$ cat src/design/app_pkg.sv
// Shared bus types, address map and register offsets for the board-control core
// Block field is address bits 15..12, register offset is bits 7..0
// Bits 31..16 and 11..8 of the address are not decoded
package app_pkg;

    // ====================
    // Bus and board types
    // ====================
    typedef logic [31:0] opb_word_t;              // One bus data word
    typedef logic [31:0] opb_addr_t;              // One bus address
    typedef logic [15:0] gpio_t;                  // Board input or output vector
    typedef logic [3:0]  led_t;                   // Bit 0 heartbeat, 3..1 status
    typedef logic [3:0]  blk_sel_t;               // Address bits 15..12

    // ====================
    // Block codes
    // ====================
    localparam blk_sel_t BLK_ID    = 4'd0;        // Version, ID, date, scratch
    localparam blk_sel_t BLK_PULSE = 4'd1;        // Tick generator
    localparam blk_sel_t BLK_GPIO  = 4'd2;        // Board I/O and LEDs

    // ====================
    // Register offsets
    // ====================
    // Identification block
    localparam logic [7:0] REG_VERSION    = 8'h00; // Firmware version, RO
    localparam logic [7:0] REG_FPGA_ID    = 8'h04; // FPGA ID, RO
    localparam logic [7:0] REG_BUILD_DATE = 8'h08; // Build date, RO
    localparam logic [7:0] REG_SCRATCH    = 8'h0C; // Scratch word, RW

    // Tick generator block
    localparam logic [7:0] REG_TICK_DIV   = 8'h00; // Cycles per tick, RW
    localparam logic [7:0] REG_SECONDS    = 8'h04; // Seconds count, RO

    // GPIO block
    localparam logic [7:0] REG_GPIO_IN    = 8'h00; // Synchronized inputs, RO
    localparam logic [7:0] REG_GPIO_OUT   = 8'h04; // Output latch, RW
    localparam logic [7:0] REG_LED        = 8'h08; // LED control, RW

    // Returned for any unmapped block or offset
    localparam opb_word_t BAD_ADDR_DATA   = 32'hDEAD_BEEF;

endpackage

$ cat src/design/opb_decode.sv
// Block decode and registered read return for the OPB
// opb_re and opb_we must never be high in the same cycle
// opb_do holds the last read word until the next read
module opb_decode
    import app_pkg::*;
(
    input  logic      opb_clk,
    input  logic      rst_n,
    input  opb_addr_t opb_addr,
    input  logic      opb_re,
    input  logic      opb_we,
    input  opb_word_t id_rdata,               // From id_scratch_regs
    input  opb_word_t pulse_rdata,            // From pulse_gen
    input  opb_word_t gpio_rdata,             // From gpio_regs
    output logic      id_re,
    output logic      id_we,
    output logic      pulse_re,
    output logic      pulse_we,
    output logic      gpio_re,
    output logic      gpio_we,
    output opb_word_t opb_do,
    output logic      awake                   // Set by first bus access
);

    blk_sel_t  blk;                           // Block field of address
    opb_word_t rd_sel;                        // Selected read word

    // ====================
    // Block strobes
    // ====================
    assign blk      = opb_addr[15:12];
    assign id_re    = opb_re && (blk == BLK_ID);
    assign id_we    = opb_we && (blk == BLK_ID);
    assign pulse_re = opb_re && (blk == BLK_PULSE);
    assign pulse_we = opb_we && (blk == BLK_PULSE);
    assign gpio_re  = opb_re && (blk == BLK_GPIO);
    assign gpio_we  = opb_we && (blk == BLK_GPIO);

    // ====================
    // Read return
    // ====================
    always_comb begin
        if (id_re) begin
            rd_sel = id_rdata;
        end else if (pulse_re) begin
            rd_sel = pulse_rdata;
        end else if (gpio_re) begin
            rd_sel = gpio_rdata;
        end else begin
            rd_sel = BAD_ADDR_DATA;           // Dropped or unknown block
        end
    end

    always_ff @(posedge opb_clk or negedge rst_n) begin
        if (!rst_n) begin
            opb_do <= '0;
        end else if (opb_re) begin
            opb_do <= rd_sel;                 // Held until next read
        end
    end

    // Wake-up flag, sticky until reset
    always_ff @(posedge opb_clk or negedge rst_n) begin
        if (!rst_n) begin
            awake <= 1'b0;
        end else if (opb_re || opb_we) begin
            awake <= 1'b1;
        end
    end

    // Bus master never issues read and write together
    a_no_rw_overlap: assert property (
        @(posedge opb_clk) disable iff (!rst_n) !(opb_re && opb_we)
    );

endmodule

$ cat src/design/id_scratch_regs.sv
// Build identification words and one read/write scratch register
// Writes to the version, ID and date offsets are dropped
// Read word is zero while id_re is low
module id_scratch_regs
    import app_pkg::*;
#(
    parameter opb_word_t FW_VERSION = 32'h0000_0001,
    parameter opb_word_t FPGA_ID    = 32'h0000_0100,
    parameter opb_word_t BUILD_DATE = 32'h0000_0000
) (
    input  logic      opb_clk,
    input  logic      rst_n,
    input  opb_addr_t opb_addr,
    input  opb_word_t opb_di,
    input  logic      id_re,
    input  logic      id_we,
    output opb_word_t id_rdata
);

    logic [7:0] offset;                       // Register offset
    opb_word_t  scratch_q;                    // Software scratch word
    opb_word_t  rd_word;                      // Decoded read word

    assign offset = opb_addr[7:0];

    // ====================
    // Scratch register
    // ====================
    always_ff @(posedge opb_clk or negedge rst_n) begin
        if (!rst_n) begin
            scratch_q <= '0;
        end else if (id_we && (offset == REG_SCRATCH)) begin
            scratch_q <= opb_di;              // Only writable offset
        end
    end

    // ====================
    // Read decode
    // ====================
    always_comb begin
        case (offset)
            REG_VERSION:    rd_word = FW_VERSION;
            REG_FPGA_ID:    rd_word = FPGA_ID;
            REG_BUILD_DATE: rd_word = BUILD_DATE;
            REG_SCRATCH:    rd_word = scratch_q;
            default:        rd_word = BAD_ADDR_DATA; // Unknown offset
        endcase
    end

    assign id_rdata = id_re ? rd_word : '0;   // Quiet when not selected

endmodule

$ cat src/design/pulse_gen.sv
// Programmable tick, 1 Hz square wave and seconds count
// Divider values below 2 run as 2; a divider write restarts the cycle count
// REG_SECONDS is read-only and wraps at 2**32
module pulse_gen
    import app_pkg::*;
#(
    parameter int unsigned TICK_DIV_INIT      = 50000, // 2 kHz at 100 MHz
    parameter int unsigned TICKS_PER_HALF_SEC = 1000   // Ticks per wave half
) (
    input  logic      opb_clk,
    input  logic      rst_n,
    input  opb_addr_t opb_addr,
    input  opb_word_t opb_di,
    input  logic      pulse_we,
    output opb_word_t pulse_rdata,
    output logic      tick_2khz,              // One cycle every N cycles
    output logic      wave_1hz
);

    logic [7:0] offset;
    logic       div_wr;                       // Divider write this cycle
    opb_word_t  div_q;                        // REG_TICK_DIV
    opb_word_t  n_eff;                        // Divider clamped to 2 or more
    opb_word_t  cyc_cnt_q;                    // Cycles since last tick
    opb_word_t  tick_cnt_q;                   // Ticks in current half wave
    opb_word_t  sec_q;                        // REG_SECONDS

    assign offset = opb_addr[7:0];
    assign div_wr = pulse_we && (offset == REG_TICK_DIV);
    assign n_eff  = (div_q < 32'd2) ? 32'd2 : div_q;

    // ====================
    // Divider and tick
    // ====================
    always_ff @(posedge opb_clk or negedge rst_n) begin
        if (!rst_n) begin
            div_q     <= opb_word_t'(TICK_DIV_INIT);
            cyc_cnt_q <= '0;
            tick_2khz <= 1'b0;
        end else if (div_wr) begin
            div_q     <= opb_di;
            cyc_cnt_q <= '0;                  // Restart, next gap is exactly N
            tick_2khz <= 1'b0;
        end else if (cyc_cnt_q >= n_eff - 32'd1) begin
            cyc_cnt_q <= '0;                  // Also catches a shrunk divider
            tick_2khz <= 1'b1;
        end else begin
            cyc_cnt_q <= cyc_cnt_q + 32'd1;
            tick_2khz <= 1'b0;
        end
    end

    // ====================
    // Square wave and seconds
    // ====================
    always_ff @(posedge opb_clk or negedge rst_n) begin
        if (!rst_n) begin
            tick_cnt_q <= '0;
            wave_1hz   <= 1'b0;
            sec_q      <= '0;
        end else if (tick_2khz) begin
            if (tick_cnt_q >= opb_word_t'(TICKS_PER_HALF_SEC - 1)) begin
                tick_cnt_q <= '0;
                wave_1hz   <= ~wave_1hz;      // Half period done
                if (!wave_1hz) begin
                    sec_q <= sec_q + 32'd1;   // Rising edge of wave
                end
            end else begin
                tick_cnt_q <= tick_cnt_q + 32'd1;
            end
        end
    end

    // Read decode
    always_comb begin
        case (offset)
            REG_TICK_DIV: pulse_rdata = div_q;
            REG_SECONDS:  pulse_rdata = sec_q;
            default:      pulse_rdata = BAD_ADDR_DATA;
        endcase
    end

    // Tick stays a single-cycle pulse, also across divider writes
    a_tick_single: assert property (
        @(posedge opb_clk) disable iff (!rst_n) tick_2khz |=> !tick_2khz
    );

endmodule

$ cat src/design/gpio_regs.sv
// Board input synchronizer, output latch and LED control
// LED outputs are active low; heartbeat follows the 1 Hz wave until awake
// heartbeat_led_n is registered and lags its source by one cycle
module gpio_regs
    import app_pkg::*;
(
    input  logic       opb_clk,
    input  logic       rst_n,
    input  opb_addr_t  opb_addr,
    input  opb_word_t  opb_di,
    input  logic       gpio_we,
    input  gpio_t      gpio_in,               // Asynchronous board inputs
    input  logic       awake,
    input  logic       wave_1hz,
    output opb_word_t  gpio_rdata,
    output gpio_t      gpio_out,
    output logic [2:0] stat_led_n,
    output logic       heartbeat_led_n
);

    logic [7:0] offset;
    gpio_t      sync1_q;                      // First synchronizer stage
    gpio_t      sync2_q;                      // Stable input sample
    gpio_t      out_q;                        // REG_GPIO_OUT
    led_t       led_q;                        // REG_LED

    assign offset = opb_addr[7:0];

    // ====================
    // Input synchronizer
    // ====================
    always_ff @(posedge opb_clk or negedge rst_n) begin
        if (!rst_n) begin
            sync1_q <= '0;
            sync2_q <= '0;
        end else begin
            sync1_q <= gpio_in;
            sync2_q <= sync1_q;               // Two edges to REG_GPIO_IN
        end
    end

    // ====================
    // Output and LED latches
    // ====================
    always_ff @(posedge opb_clk or negedge rst_n) begin
        if (!rst_n) begin
            out_q <= '0;
            led_q <= '0;                      // All LEDs off
        end else if (gpio_we) begin
            if (offset == REG_GPIO_OUT) begin
                out_q <= opb_di[15:0];
            end
            if (offset == REG_LED) begin
                led_q <= opb_di[3:0];
            end
        end
    end

    // Heartbeat source picked by wake-up state
    always_ff @(posedge opb_clk or negedge rst_n) begin
        if (!rst_n) begin
            heartbeat_led_n <= 1'b1;          // Off in reset
        end else begin
            heartbeat_led_n <= awake ? ~led_q[0] : wave_1hz;
        end
    end

    assign gpio_out   = out_q;
    assign stat_led_n = ~led_q[3:1];          // Set bit lights LED

    // Read decode
    always_comb begin
        case (offset)
            REG_GPIO_IN:  gpio_rdata = {16'h0000, sync2_q};
            REG_GPIO_OUT: gpio_rdata = {16'h0000, out_q};
            REG_LED:      gpio_rdata = {28'h000_0000, led_q};
            default:      gpio_rdata = BAD_ADDR_DATA;
        endcase
    end

endmodule

$ cat src/design/app_top.sv
// Register-mapped board-control core with the OPB as its port
// Blocks 0 to 2 are mapped; every other block reads 32'hDEAD_BEEF
// Tick defaults assume a 100 MHz opb_clk
module app_top
    import app_pkg::*;
#(
    parameter opb_word_t   FW_VERSION         = 32'h0000_0001,
    parameter opb_word_t   FPGA_ID            = 32'h0000_0100,
    parameter opb_word_t   BUILD_DATE         = 32'h0000_0000,
    parameter int unsigned TICK_DIV_INIT      = 50000,
    parameter int unsigned TICKS_PER_HALF_SEC = 1000
) (
    input  logic       opb_clk,
    input  logic       rst_n,
    input  opb_addr_t  opb_addr,
    input  opb_word_t  opb_di,                // Write data
    input  logic       opb_re,
    input  logic       opb_we,
    output opb_word_t  opb_do,                // Registered read data
    input  gpio_t      gpio_in,
    output gpio_t      gpio_out,
    output logic [2:0] stat_led_n,
    output logic       heartbeat_led_n,
    output logic       clkout_2khz
);

    opb_word_t id_rdata;
    opb_word_t pulse_rdata;
    opb_word_t gpio_rdata;
    logic      id_re;
    logic      id_we;
    logic      pulse_we;
    logic      gpio_we;
    logic      awake;                         // Software owns heartbeat
    logic      wave_1hz;

    // ====================
    // Decoder
    // ====================
    opb_decode u_opb_decode (
        .opb_clk     (opb_clk),
        .rst_n       (rst_n),
        .opb_addr    (opb_addr),
        .opb_re      (opb_re),
        .opb_we      (opb_we),
        .id_rdata    (id_rdata),
        .pulse_rdata (pulse_rdata),
        .gpio_rdata  (gpio_rdata),
        .id_re       (id_re),
        .id_we       (id_we),
        .pulse_re    (),                      // Reads have no side effects
        .pulse_we    (pulse_we),
        .gpio_re     (),                      // Reads have no side effects
        .gpio_we     (gpio_we),
        .opb_do      (opb_do),
        .awake       (awake)
    );

    // ====================
    // Register blocks
    // ====================
    id_scratch_regs #(
        .FW_VERSION (FW_VERSION),
        .FPGA_ID    (FPGA_ID),
        .BUILD_DATE (BUILD_DATE)
    ) u_id_scratch_regs (
        .opb_clk  (opb_clk),
        .rst_n    (rst_n),
        .opb_addr (opb_addr),
        .opb_di   (opb_di),
        .id_re    (id_re),
        .id_we    (id_we),
        .id_rdata (id_rdata)
    );

    pulse_gen #(
        .TICK_DIV_INIT      (TICK_DIV_INIT),
        .TICKS_PER_HALF_SEC (TICKS_PER_HALF_SEC)
    ) u_pulse_gen (
        .opb_clk     (opb_clk),
        .rst_n       (rst_n),
        .opb_addr    (opb_addr),
        .opb_di      (opb_di),
        .pulse_we    (pulse_we),
        .pulse_rdata (pulse_rdata),
        .tick_2khz   (clkout_2khz),           // Straight to debug pin
        .wave_1hz    (wave_1hz)
    );

    gpio_regs u_gpio_regs (
        .opb_clk         (opb_clk),
        .rst_n           (rst_n),
        .opb_addr        (opb_addr),
        .opb_di          (opb_di),
        .gpio_we         (gpio_we),
        .gpio_in         (gpio_in),
        .awake           (awake),
        .wave_1hz        (wave_1hz),
        .gpio_rdata      (gpio_rdata),
        .gpio_out        (gpio_out),
        .stat_led_n      (stat_led_n),
        .heartbeat_led_n (heartbeat_led_n)
    );

endmodule

$ cat config.mk
export PLATFORM = sky130hd
export DESIGN_NAME = app_top
export DESIGN_NICKNAME = d
export VERILOG_FILES = /design/src/design/app_pkg.sv /design/src/design/opb_decode.sv /design/src/design/id_scratch_regs.sv /design/src/design/pulse_gen.sv /design/src/design/gpio_regs.sv /design/src/design/app_top.sv
export SDC_FILE = /design/constraint.sdc
export NUM_CORES = 1
export LEC_CHECK = 0
export ABC_AREA = 1
export ABC_CLOCK_PERIOD_IN_PS = 7300
export BUFFER_PORTS_ARGS = -buffer_cell sky130_fd_sc_hd__buf_4
export CAP_MARGIN = 5
export CORE_MARGIN = 3
export CORE_UTILIZATION = 55
export CTS_CLUSTER_DIAMETER = 80
export DETAILED_ROUTE_END_ITERATION = 6
export PLACE_DENSITY = 0.75
export SYNTH_ARGS = -nofsm -noshare
export SYNTH_HDL_FRONTEND = slang
export SYNTH_SLANG_ARGS = --single-unit
$ cat constraint.sdc
create_clock -name opb_clk -period 7.3 [get_ports opb_clk]
set_input_delay 1.095 -clock opb_clk [delete_from_list [all_inputs] [get_ports opb_clk]]
set_output_delay 1.095 -clock opb_clk [all_outputs]
set_load 0.01 [all_outputs]
==> out/results.tsv <==
metric	value	unit
stdcell_count	2176	
numCtsBuffers	28	
period_share	66.5	%
final_antenna_net_count	0	
io_pins	137	
syn-num-nets	1860	
p_sw	0.727	mW
synth_cell_types	51	
p_int	2.35	mW
rows	56	
avgSynthCellArea	7.77	µm²
n_antenna_cell	0	
yosysTopAreaCell	dfrtp_1	
dp_cells	2124	
cts_tree	done	
power_density	198	nW/µm²
cp-end-kind	register	
cts.htree.levels	1	
post_drt_wl_per_cell	17.8	µm
tns	0	ns
final_layout_size_suffix_gt1_share	12.4	%
post_cts_buffers	0	
syn_inst	1740	
rsz0062_at_grt	false	
gr-total-overflow	0	
ctsLongestPathBuffers	3	
die-area	26500	µm²
hold_start	u_gpio_regs.sync1_q[13]$_DFF_PN0_	
pwr-share-seq	46.9	%
die_w	163	µm
grt_pass1_wl	61100	µm
path_class	reg2reg	
worstSetupStartpoint	u_pulse_gen.div_q[27]$_DFFE_PN0P_	
grt_max_degree	175	
ctsResizeCount	0	
yosysMostFrequentCell	nand2_1	
via_per_inst	5.58	
root_buffer	clkbuf_16	
fin_area	15500	µm²
slew_headroom	16.2	%
placed_area	14500	µm²
drt_pass1_iterations	6	
cp-start-kind	register	
hold_buffers	0	
grtUsageTotal	28.9	%
nets	1955	
crit_required	7.74	ns
area.growth.synth_to_final	14.8	%
synth_top_area_share	44.6	%
ys.flop_type	dfrtp_1	
ys_ff_latch	248	
clk_pin_slew	0.06	ns
critPathMaxFanout	32	
grt_pass1_vias	11400	
worstReg2RegStart	u_pulse_gen.div_q[27]$_DFFE_PN0P_	
clock_latency	0.55	ns
drt-total-wl	38600	µm
synth-edff-count	0	
fp.dieH	163	µm
status	finished, final reports clean	
yosysSeqAreaShare	46.0	%
p_leak	7.45	nW
cts_sinks	248	
yosys-top-cells-area	dfrtp_1, nand2_1, nor2_1	
setup_viol	0	
crit_arrival	5.30	ns
finalHoldViolCount	0	
worstHoldPathType	reg2reg	
peakVddDrop	0.000194	V
pre_cts_slack	2.52	ns
tightestPinTransition	1.26	ns
setup_ws	2.44	ns
async_flop_share	100	%
fmax	0.206	GHz
slew_viol_final	0	
synth_common_cells	nand2_1, dfrtp_1, nor2_1	
portBuffers	116	
p_comb_share	6.1	%
vias	12100	
antenna_found_initial	0	
skew	0.0221	ns
start_util	56.7	%
drc	0	
clock_power_share	47.0	%
coreArea	23800	µm²
synth_area	13500	µm²
switching_share	23.6	%
place_congestion	0.917	
drv_cap	0	
dp_hpwl	27700	µm
drtIter0Drc	1184	
yosys_warnings	0	
fin_crit	4.86	ns
==> power groups by stage <==
stage	Clock [mW]	Combinational [mW]	Sequential [mW]
floorplan	0	0.0914	1.46
global placement	0	0.182	1.47
detailed placement	0	0.187	1.47
CTS	1.46	0.189	1.44
global route	1.51	0.211	1.45
finish	1.45	0.188	1.44
==> final cells by class <==
class                      count  area, µm²
clock buffer                  46        900
multi-input combinational   1224       6210
inverter                     213        802
clock inverter                 6       62.6
sequential                   248       6210
tap                          319        399
timing repair buffer         120        921
fill                        2085       8310
==> state kept, by name, summed over array words and instances, names as in the netlist <==
name,count
u_gpio_regs.gpio_out,16
u_gpio_regs.heartbeat_led_n,1
u_gpio_regs.led_q,4
u_gpio_regs.sync1_q,16
u_gpio_regs.sync2_q,16
u_id_scratch_regs.scratch_q,32
u_opb_decode.awake,1
u_opb_decode.opb_do,32
u_pulse_gen.cyc_cnt_q,32
u_pulse_gen.div_q,32
u_pulse_gen.sec_q,32
u_pulse_gen.tick_2khz,1
u_pulse_gen.tick_cnt_q,32
u_pulse_gen.wave_1hz,1
==> worst max-delay path, cell delays in order (launching register included) <==
cell	delay, ns
dfrtp_1	0.46
inv_1	0.22
nand2_1	0.12
nor2_1	0.17
nand2_1	0.09
nor2_2	0.15
nand2_1	0.15
nand2_1	0.13
ha_1	0.20
nand3_1	0.15
inv_1	0.11
nand2_1	0.12
nor3_1	0.41
nand2_1	0.14
xor2_1	0.26
ha_1	0.29
nand2_1	0.07
nor2_1	0.04
a211oi_1	0.19
nand2_1	0.09
a21oi_1	0.17
nand2_1	0.70
nor2_1	0.31
==> worst paths after layout <==
kind	to	slack [ns]	cells after the start
hold reg to reg	u_gpio_regs.sync2_q[13]$_DFF_PN0_	0.35	0
min in group asynchronous	u_pulse_gen.tick_cnt_q[23]$_DFFE_PN0P_	0.52	1
setup / recovery	u_pulse_gen.cyc_cnt_q[6]$_DFF_PN0_	2.44	22
max in group asynchronous	u_id_scratch_regs.scratch_q[10]$_DFFE_PN0P_	5.41	2
hold / removal	u_gpio_regs.sync2_q[13]$_DFF_PN0_	0.35	0
setup reg to reg	u_pulse_gen.cyc_cnt_q[6]$_DFF_PN0_	2.44	22
==> kinds of logic after synthesis <==
group / after synthesis / share of synthesized area, %
and+or+nand+nor: 884 / 28.4
buffers and inverters: 268 / 8.08
DFF: 248 / 46.0
AOI/OAI and AO/OA: 234 / 9.10
xor gates and xnor gates: 57 / 3.69
adders and majority gates: 36 / 3.33
muxes: 13 / 1.42
==> cells in the final DEF, fill, tap and decap left out, types with 3 or more instances in the layout <==
master and n:
o21ai_0 82, nand2_2 3, o22ai_1 8, clkbuf_1 6, mux2_4 12, nor2_1 226
nor3_1 44, ha_1 36, nand3b_1 3, nand2_1 408, nand4_1 42, buf_4 118
nor4_1 8, nand3_2 3, inv_2 3, o211ai_1 4, inv_1 209, or2_2 6
nand3_1 112, nor2_4 4, o21ai_2 3, xnor2_1 8, dfrtp_1 241, clkbuf_8 11
clkbuf_16 29, dfstp_2 7, o21ai_1 20, a21oi_1 107, clkinvlp_4 3, xor2_1 49
nor2_2 12
==> per-layer routing <==
layer / GRT usage, % / routed length [µm]
met2: 43.1 / 16700
met3: 4.96 / 3150
met4: 9.42 / 1340
met5: 0 / 0
met1: 43.0 / 17400
==> stage by stage <==
stage / utilization (%) / hold WS [ns] / power [mW]
after global routing: 65.1 / 0.352 / 3.17
after global placement: 61.1 / 0.331 / 1.65
after CTS: 65.1 / 0.348 / 3.09
final: 65.1 / 0.347 / 3.08
after detailed placement: 61.1 / 0.335 / 1.65
after floorplan: - / 0.331 / 1.55
(Power assumes the default switching activity.)
